<file path="src/rtl/tcb_defs.svh">
/* TCB memory subsystem parameters
   bus widths, response latency, bank layout and refresh period */

`ifndef TCB_DEFS_SVH
`define TCB_DEFS_SVH

// byte address width
`define TCB_ABW 16
// data width and byte enables
`define TCB_DBW 32
`define TCB_BEW 4

// fixed response latency in cycles
`define TCB_DLY 2

// bank layout, select sits above the word offset
`define TCB_BANK_N 4
`define TCB_BANK_SEL_LSB 12
`define TCB_MEM_DEPTH 64

// refresh stall period in cycles
`define TCB_REFRESH 16

`endif

</file>
<file path="src/rtl/tcb_pkg.sv">
/* TCB memory subsystem types
   address, data, byte enable, bank select, bank state and opcode */

`include "tcb_defs.svh"

package tcb_pkg;

  ////////////////////
  // bus payload
  ////////////////////

  // byte address
  typedef logic [`TCB_ABW-1:0] tcb_adr_t;
  // data word
  typedef logic [`TCB_DBW-1:0] tcb_dat_t;
  // one enable per byte lane
  typedef logic [`TCB_BEW-1:0] tcb_ben_t;

  // bank index
  typedef logic [$clog2(`TCB_BANK_N)-1:0] bank_sel_t;

  ////////////////////
  // enums
  ////////////////////

  // refresh fsm
  typedef enum logic {
    bank_run     = 1'b0,
    bank_refresh = 1'b1
  } bank_state_t;

  // opcode, travels on the wen line
  typedef enum logic {
    op_read  = 1'b0,
    op_write = 1'b1
  } tcb_op_t;

endpackage

</file>
<file path="src/rtl/tcb_if.sv">
/* TCB bus interface
   request, ready and fixed latency response with transfer strobe */

`timescale 1ns/1ps

`include "tcb_defs.svh"

interface tcb_if;

  import tcb_pkg::*;

  // request, from manager
  logic     vld;
  tcb_op_t  op;
  tcb_adr_t adr;
  tcb_ben_t ben;
  tcb_dat_t wdt;
  // handshake, from subordinate
  logic     rdy;
  // response, from subordinate
  logic     rsp;
  tcb_dat_t rdt;
  logic     err;

  // transfer strobe
  logic     trn;

  assign trn = vld & rdy;

  // decoder side
  modport man (
    output vld, op, adr, ben, wdt,
    input  rdy, rsp, rdt, err, trn
  );

  // bank side
  modport sub (
    input  vld, op, adr, ben, wdt, trn,
    output rdy, rsp, rdt, err
  );

  // response mux only observes
  modport mon (
    input  vld, op, adr, ben, wdt, rdy, rsp, rdt, err, trn
  );

endinterface

</file>
<file path="src/rtl/tcb_mem_bank.sv">
/* TCB memory bank
   byte enabled storage, range error, refresh stall, fixed latency response */

`timescale 1ns/1ps

`include "tcb_defs.svh"

module tcb_mem_bank (
  input  logic tcb,
  input  logic rst_n,
  tcb_if.sub   bus
);

  import tcb_pkg::*;

  // byte offset bits below the word offset
  localparam int BYW = $clog2(`TCB_BEW);
  // word offset field in bits 11:2
  localparam int OFW = `TCB_BANK_SEL_LSB - BYW;
  // storage index width
  localparam int AW  = $clog2(`TCB_MEM_DEPTH);
  // bits per byte lane
  localparam int LNW = `TCB_DBW / `TCB_BEW;
  // refresh counter width
  localparam int CNW = $clog2(`TCB_REFRESH);

  ////////////////////
  // refresh fsm
  ////////////////////

  bank_state_t        state;
  bank_state_t        state_nxt;
  logic [CNW-1:0]     cnt;

  // free running so all banks stay in lockstep
  always_ff @(posedge tcb or negedge rst_n) begin
    if (!rst_n) begin
      cnt <= '0;
    end else if (cnt == CNW'(`TCB_REFRESH - 1)) begin
      cnt <= '0;
    end else begin
      cnt <= cnt + 1'b1;
    end
  end

  // refresh lands on the cycle where cnt is at its top value
  always_comb begin
    state_nxt = state;
    case (state)
      bank_run:     if (cnt == CNW'(`TCB_REFRESH - 2)) state_nxt = bank_refresh;
      bank_refresh: state_nxt = bank_run;
      default:      state_nxt = bank_run;
    endcase
  end

  always_ff @(posedge tcb or negedge rst_n) begin
    if (!rst_n) begin
      state <= bank_run;
    end else begin
      state <= state_nxt;
    end
  end

  // only back-pressure source
  assign bus.rdy = (state == bank_run);

  ////////////////////
  // storage
  ////////////////////

  tcb_dat_t       mem [`TCB_MEM_DEPTH];
  logic [OFW-1:0] off;
  logic [AW-1:0]  idx;
  logic           rng_err;

  assign off     = bus.adr[`TCB_BANK_SEL_LSB-1:BYW];
  assign idx     = off[AW-1:0];
  // offsets past the depth do not exist
  assign rng_err = (off >= OFW'(`TCB_MEM_DEPTH));

  // byte lane writes that skip errored transfers
  always_ff @(posedge tcb) begin
    if (bus.trn && (bus.op == op_write) && !rng_err) begin
      for (int b = 0; b < `TCB_BEW; b++) begin
        if (bus.ben[b]) begin
          mem[idx][b*LNW +: LNW] <= bus.wdt[b*LNW +: LNW];
        end
      end
    end
  end

  ////////////////////
  // response pipeline
  ////////////////////

  logic     pip_rsp [`TCB_DLY];
  tcb_dat_t pip_rdt [`TCB_DLY];
  logic     pip_err [`TCB_DLY];

  // transfer mark
  always_ff @(posedge tcb or negedge rst_n) begin
    if (!rst_n) begin
      pip_rsp[0] <= 1'b0;
    end else begin
      pip_rsp[0] <= bus.trn;
    end
  end

  // read data only moves on reads so writes keep the old word
  always_ff @(posedge tcb) begin
    if (bus.trn) begin
      pip_err[0] <= rng_err;
      if (bus.op == op_read) begin
        pip_rdt[0] <= mem[idx];
      end
    end
  end

  for (genvar i = 1; i < `TCB_DLY; i++) begin : g_pip
    always_ff @(posedge tcb or negedge rst_n) begin
      if (!rst_n) begin
        pip_rsp[i] <= 1'b0;
      end else begin
        pip_rsp[i] <= pip_rsp[i-1];
      end
    end

    always_ff @(posedge tcb) begin
      pip_rdt[i] <= pip_rdt[i-1];
      pip_err[i] <= pip_err[i-1];
    end
  end

  assign bus.rsp = pip_rsp[`TCB_DLY-1];
  assign bus.rdt = pip_rdt[`TCB_DLY-1];
  assign bus.err = pip_err[`TCB_DLY-1];

  ////////////////////
  // checks
  ////////////////////

  // fixed latency both ways, err travels with its transfer
  a_rsp_lat: assert property (@(posedge tcb) disable iff (!rst_n)
    (bus.trn |-> ##`TCB_DLY (bus.rsp && (bus.err == $past(rng_err, `TCB_DLY))))
    and (bus.rsp |-> $past(bus.trn, `TCB_DLY)))
    else $error("bank rsp or err wrong DLY cycles after trn");

  // one cycle stall at the top of the count
  a_rdy_gap: assert property (@(posedge tcb) disable iff (!rst_n)
    (!bus.rdy |-> (cnt == CNW'(`TCB_REFRESH - 1))) and (!bus.rdy |=> bus.rdy))
    else $error("bank rdy low off the refresh count or two cycles in a row");

endmodule

</file>
<file path="src/flat_wrapper.sv">
// flat-port wrapper written by rule: the top's interface ports become plain ports
module tcb_mem_bank_flat import tcb_pkg::*;
  (tcb, rst_n, bus_vld, bus_op, bus_adr, bus_ben, bus_wdt, bus_rdy, bus_rsp, bus_rdt, bus_err);
  tcb_if bus_i ();
  input  logic tcb;
  input  logic rst_n;
  input wire logic [$bits(bus_i.vld)-1:0] bus_vld;
  input wire logic [$bits(bus_i.op)-1:0] bus_op;
  input wire logic [$bits(bus_i.adr)-1:0] bus_adr;
  input wire logic [$bits(bus_i.ben)-1:0] bus_ben;
  input wire logic [$bits(bus_i.wdt)-1:0] bus_wdt;
  output wire logic [$bits(bus_i.rdy)-1:0] bus_rdy;
  output wire logic [$bits(bus_i.rsp)-1:0] bus_rsp;
  output wire logic [$bits(bus_i.rdt)-1:0] bus_rdt;
  output wire logic [$bits(bus_i.err)-1:0] bus_err;
  assign bus_i.vld = bus_vld;
  assign bus_i.op = bus_op;
  assign bus_i.adr = bus_adr;
  assign bus_i.ben = bus_ben;
  assign bus_i.wdt = bus_wdt;
  assign bus_rdy = bus_i.rdy;
  assign bus_rsp = bus_i.rsp;
  assign bus_rdt = bus_i.rdt;
  assign bus_err = bus_i.err;
  tcb_mem_bank u_core (.tcb(tcb), .rst_n(rst_n), .bus(bus_i));
endmodule
</file>
<file path="config.mk">
export PLATFORM = sky130hd
export DESIGN_NAME = tcb_mem_bank_flat
export DESIGN_NICKNAME = d
export VERILOG_FILES = /design/src/rtl/tcb_pkg.sv /design/src/rtl/tcb_if.sv /design/src/rtl/tcb_mem_bank.sv /design/src/flat_wrapper.sv
export VERILOG_INCLUDE_DIRS = /design/src /design/src/rtl
export SDC_FILE = /design/constraint.sdc
export NUM_CORES = 2
export LEC_CHECK = 0
export BUFFER_PORTS_ARGS = -buffer_cell sky130_fd_sc_hd__buf_2
export CAP_MARGIN = 20
export CORE_MARGIN = 2
export CORE_UTILIZATION = 49
export DETAILED_ROUTE_END_ITERATION = 8
export SYNTH_ARGS = -nofsm -noshare
export SYNTH_HDL_FRONTEND = slang
export SYNTH_SLANG_ARGS = --single-unit
export TNS_END_PERCENT = 30
</file>
<file path="constraint.sdc">
create_clock -name tcb -period 2.93 [get_ports tcb]
set_input_delay 0.1465 -clock tcb [delete_from_list [all_inputs] [get_ports tcb]]
set_output_delay 0.1465 -clock tcb [all_outputs]
set_load 0.01 [all_outputs]
</file>
# Yosys cells after proc, flatten, opt, wreduce, memory -nomap -nowiden
# Memories as Yosys holds them, arrays and structs flattened.
# Cells that the tools add are included.
# classes
addsub,1
n_lt_le_gt_ge,1
eq_ne,2
muxes,20
bitwise,2
n_reduce_logical,3
# op_table
cell,n
$mux W1,18
$ge A10 B7 Y1 const B,1
$eq A4 B4 Y1 const B,2
$add A4 B1 Y4 const B,1
$mux W4,1
$logic_and A1 B1 Y1,2
$pmux W1 S2,1
$and A1 B1 Y1,1
$logic_not A1 Y1,1
$not A1 Y1,1
# word_totals
register_bits,7
ramBits,2114
in_bits,56
output_inout_bits,35
wordCells,36
mem_count,3
# mem_list
name,words,width,rd,rd_clocked_by_memory_dff,write_ports,line_no,text
u_core.mem,64,32,1,0,1,tcb_mem_bank.sv:71,tcb_dat_t mem [`TCB_MEM_DEPTH];
u_core.pip_rdt,2,32,2,0,2,tcb_mem_bank.sv:97,tcb_dat_t pip_rdt [`TCB_DLY];
u_core.pip_err,2,1,2,0,2,tcb_mem_bank.sv:98,logic pip_err [`TCB_DLY];

# Depth between registers and ports, before layout
# logic_depth
depth_word,6
mapped_depth,11
depth_no_buf,6

# Worst setup path before layout
# No wires, ideal clock.
# synth_timing
kind,reg-to-reg
start,register u_core.state
end,memory u_core.pip_rdt[0][0] in the netlist's numbering (enable)
setup_ps,425
t_arrival_ps,2051
required_ps,2505
setup_slack_ps,453
stages_incl_launch_ff,3
n_path_buf,0
period_less_slack_ps,2477
cell_sequence,dfrtp_1 > nor2b_1 > nor2b_1
# synth_rtl
element,line_no,text
"start, declared",tcb_mem_bank.sv:31,bank_state_t state;
"start signal, assigned",tcb_mem_bank.sv:58,state <= bank_run;
"start signal, assigned",tcb_mem_bank.sv:60,state <= state_nxt;
"end, declared",tcb_mem_bank.sv:97,

# Worst setup path in the final report
# layout_timing
start,input bus_adr[7]
end,memory u_core.mem[58][4] in the netlist's numbering (enable)
# layout_between
elab_chain_len,5
# layout_rtl
element,line_no,text
"start, declared",flat_wrapper.sv:9,input wire logic [$bits(bus_i.adr)-1:0] bus_adr;
$ge A10 B7 Y1,tcb_mem_bank.sv:79,assign rng_err = (off >= OFW'(`TCB_MEM_DEPTH));
$logic_not A1 Y1,tcb_mem_bank.sv:83,if (bus.trn && (bus.op == op_write) && !rng_err) begin
$logic_and A1 B1 Y1,tcb_mem_bank.sv:83,
$mux W1,tcb_mem_bank.sv:83,
$mux W1 (implied by the code),tcb_mem_bank.sv:86,mem[idx][b*LNW +: LNW] <= bus.wdt[b*LNW +: LNW];
"end, declared",tcb_mem_bank.sv:71,
# Several ways; a longest one is shown, not always the timed one.

==> impl_metrics.env <==
export IMPL_clock_skew_ns=0.0484
export IMPL_synth_compound_area_share_pct=10.1
export IMPL_grt_max_degree=65
export IMPL_fmax_mhz=348
export IMPL_wl_per_cell_um=37.4
export IMPL_antenna_found_initial=31
export IMPL_cpMostUsedCell="buf_4"
export IMPL_worst_pin_slew_ns=1.17
export IMPL_min_path_type="primary input to flop"
export IMPL_crit_fanout=17
export IMPL_synth_xor_area_share_pct=0.0108
export IMPL_crit_path_start_kind="primary input"
export IMPL_fin_crit_ns=2.87
export IMPL_die_w_um=411
export IMPL_clock_sinks=2121
export IMPL_io_pins=91
export IMPL_finalSetupViolCount=0
export IMPL_grt_pass1_wl_um=393000
export IMPL_hpwl_um=190000
export IMPL_num_fill_cells=12500
export IMPL_path_class="primary input to flop"
export IMPL_crit_chain="dlygate4sd3_1, buf_2, and3_2, buf_4, nand2_1, nor2_1, buf_4"
export IMPL_synth_seq_area_share_pct=78.0
export IMPL_ctsResizeCount=0
export IMPL_fin_cells=7732
export IMPL_cts_htree_levels=4
export IMPL_final_max_slew_violation_count=0
export IMPL_via_count=51100
export IMPL_grt_ovfl_total=0
export IMPL_drcViolationCount=0
export IMPL_yosys_register_bits=2121
export IMPL_run_status="finished clean"
export IMPL_post_cts_buffers=0
export IMPL_rsz0062_at_grt="false"
export IMPL_synth_top_family_by_area="compound AO/OA/AOI/OAI gates"
export IMPL_yosys_warnings=0
export IMPL_avgSynthCellArea_um2=17.2
export IMPL_synthCells=4720
export IMPL_vias_per_cell=6.61
export IMPL_syn_num_nets=4778
export IMPL_drt_total_wl_um=289000
export IMPL_clk_latency_ns=0.90
export IMPL_async_reset_ff_share_pct=0.330
export IMPL_synth_edff_count=2081
export IMPL_relSlewSlack_pct=22.1
export IMPL_finish_utilization_pct=58.3
export IMPL_ant_nets=0
export IMPL_cts_tree="built"
export IMPL_totalPowerFinal_mw=64.0
export IMPL_crit_slowest_cell="nand2_1"
export IMPL_place_congestion=1.01
export IMPL_cts_root_buf="clkbuf_16"
export IMPL_post_synth_fa_ha_maj_area_fraction_pct=0.0308
export IMPL_p_leak_nw=31.5
export IMPL_numCtsBuffers=211
export IMPL_dieArea_mm2=0.169
export IMPL_placedCellCount=7285
export IMPL_tns_ns=0
export IMPL_port_buffers=84
export IMPL_critPathArrivalTime_ns=3.43
export IMPL_critPathCaptureType="flop"
export IMPL_track_usage_pct=33.9
export IMPL_p_per_area_mw_per_mm2=666
export IMPL_clk_pin_slew_ns=0.07
export IMPL_maxCapViolCount=0
export IMPL_fp_row_count=149
export IMPL_max_stage_delay_ns=0.69
export IMPL_finalCritPeriodShare_pct=98.0
export IMPL_ys_types=62
export IMPL_netlist_area_mm2=0.0812
export IMPL_cts_hold_buf=33
export IMPL_drive_gt1_share_pct=22.5
export IMPL_fin_nets=5410
export IMPL_yosys_area_share_simple_pct=4.02
export IMPL_start_util_pct=49.3
export IMPL_first_pass_iters=8
export IMPL_coreArea_mm2=0.165
export IMPL_grt_pass1_vias=48200
export IMPL_syn_to_final_growth_pct=18.3
export IMPL_hold_viol_final=0
export IMPL_final_common_cell="edfxtp_1"
export IMPL_layout_common_cells="edfxtp_1 (2081), buf_4 (588), nor2_1 (440), a221oi_1 (354), a22oi_1 (266)"
export IMPL_irDropWorstVdd_v=0.000666
export IMPL_synth_area_mux_share_pct=5.49
export IMPL_synth_ff_type="edfxtp_1"
export IMPL_crit_required_ns=3.49
export IMPL_max_clock_path_buffers=3
export IMPL_die_h_um=411
export IMPL_drtIter0Drc=8481
-- critical path, delay by kind of cell --
kind | cells | cell delay, ns
buffers and inverters | 4 | 1.62
and+or+nand+nor | 3 | 1.61
-- logic make-up after synthesis --
family                     count (synthesis)
DFF                                     2121
AOI/OAI and AO/OA                       1101
and+or+nand+nor                          765
buffers and inverters                    384
muxes                                    346
adders and majority gates                  2
xor gates and xnor gates                   1
-- final cells by class --
cell class / count / area (um2) / share of cell area (%)
Sequential cell: 2121 / 63300 / 65.9
Multi-Input combinational cell: 2215 / 16100 / 16.8
Timing Repair Buffer: 795 / 6950 / 7.23
Clock buffer: 261 / 5640 / 5.87
Tap cell: 2189 / 2740 / 2.85
Clock inverter: 135 / 1250 / 1.30
Inverter: 8 / 42.5 / 0.0443
Antenna cell: 8 / 20.0 / 0.0208
-- power breakdown --
group	switching (mW)	internal, mW
Sequential	0.0660	33.3
Combinational	2.60	1.19
Clock	11.9	14.9
Total	14.6	49.4
-- metrics by stage --
| stage | hold slack, ns | worst slack [ns] | instance area [um2] |
|---|---|---|---|
| after floorplan | -0.149 | 0.453 | 81200 |
| after global placement | -0.0178 | -0.174 | 88700 |
| after detailed placement | -0.0131 | -0.160 | 88700 |
| after CTS | 0.0252 | 0.294 | 95900 |
| after global routing | 0.0753 | 0.101 | 96100 |
| final | 0.0823 | 0.0598 | 96100 |
-- cells in the mapped netlist (6+ instances only) --
master / instances / area, um2
a22oi_1: 266 / 2000
o2bb2ai_1: 9 / 78.8
mux4_2: 73 / 1640
nor4_1: 8 / 50.1
nand2b_1: 8 / 50.1
buf_6: 6 / 67.6
nand2_1: 165 / 619
mux2_2: 69 / 777
or4b_1: 8 / 80.1
a221oi_1: 354 / 3100
o22ai_1: 87 / 544
inv_1: 6 / 22.5
nor2b_1: 12 / 75.1
a211oi_1: 18 / 135
buf_2: 149 / 746
edfxtp_1: 2081 / 62500
a22o_1: 20 / 175
clkbuf_1: 117 / 439
mux2i_1: 204 / 2040
or4_1: 9 / 67.6
buf_4: 59 / 443
o32ai_1: 21 / 184
a221o_1: 9 / 90.1
o221ai_1: 50 / 438
a21oi_1: 110 / 551
dfrtp_1: 7 / 175
nand4_1: 15 / 93.8
dfxtp_1: 33 / 661
o21ai_0: 98 / 490
buf_1: 45 / 169
a31oi_1: 23 / 144
nor3_1: 59 / 295
and3_1: 8 / 50.1
nor2_1: 443 / 1660
-- final timing paths --
kind                                                   from                           end  slack [ns]  cells after the start
worst min-delay path                            bus_wdt[13]  u_core.mem[19][13]$_DFFE_PP_        0.08                      1
worst max register to register       u_core.state$_DFF_PN0_  u_core.mem[33][28]$_DFFE_PP_        0.45                      7
worst max-delay path                             bus_adr[7]   u_core.mem[58][4]$_DFFE_PP_        0.06                      7
min in group asynchronous                             rst_n   u_core.pip_rsp[1]$_DFF_PN0_        0.20                      3
worst min register to register  u_core.pip_rsp[1]$_DFF_PN0_      u_core.bus.rsp$_DFF_PN0_        0.35                      0
max in group asynchronous                             rst_n       u_core.cnt[3]$_DFF_PN0_        2.49                      3
-- registers in the layout, summed over array words and instances, names as in the netlist --
name / flops
u_core.bus.rsp: 1
u_core.cnt: 4
u_core.mem: 2048
u_core.pip_err: 2
u_core.pip_rdt: 64
u_core.pip_rsp: 1
u_core.state: 1
-- routing by layer --
| metal | share of wire, % | vias up | track usage (%) |
|---|---|---|---|
| met5 | 0.054 | - | 0 |
| met4 | 4.9 | 22 | 14.9 |
| met3 | 13 | 635 | 9.28 |
| met2 | 44 | 3650 | 50.2 |
| met1 | 38 | 26200 | 47.2 |
| li1 | - | 20600 | - |
(Power assumes the default switching activity.)
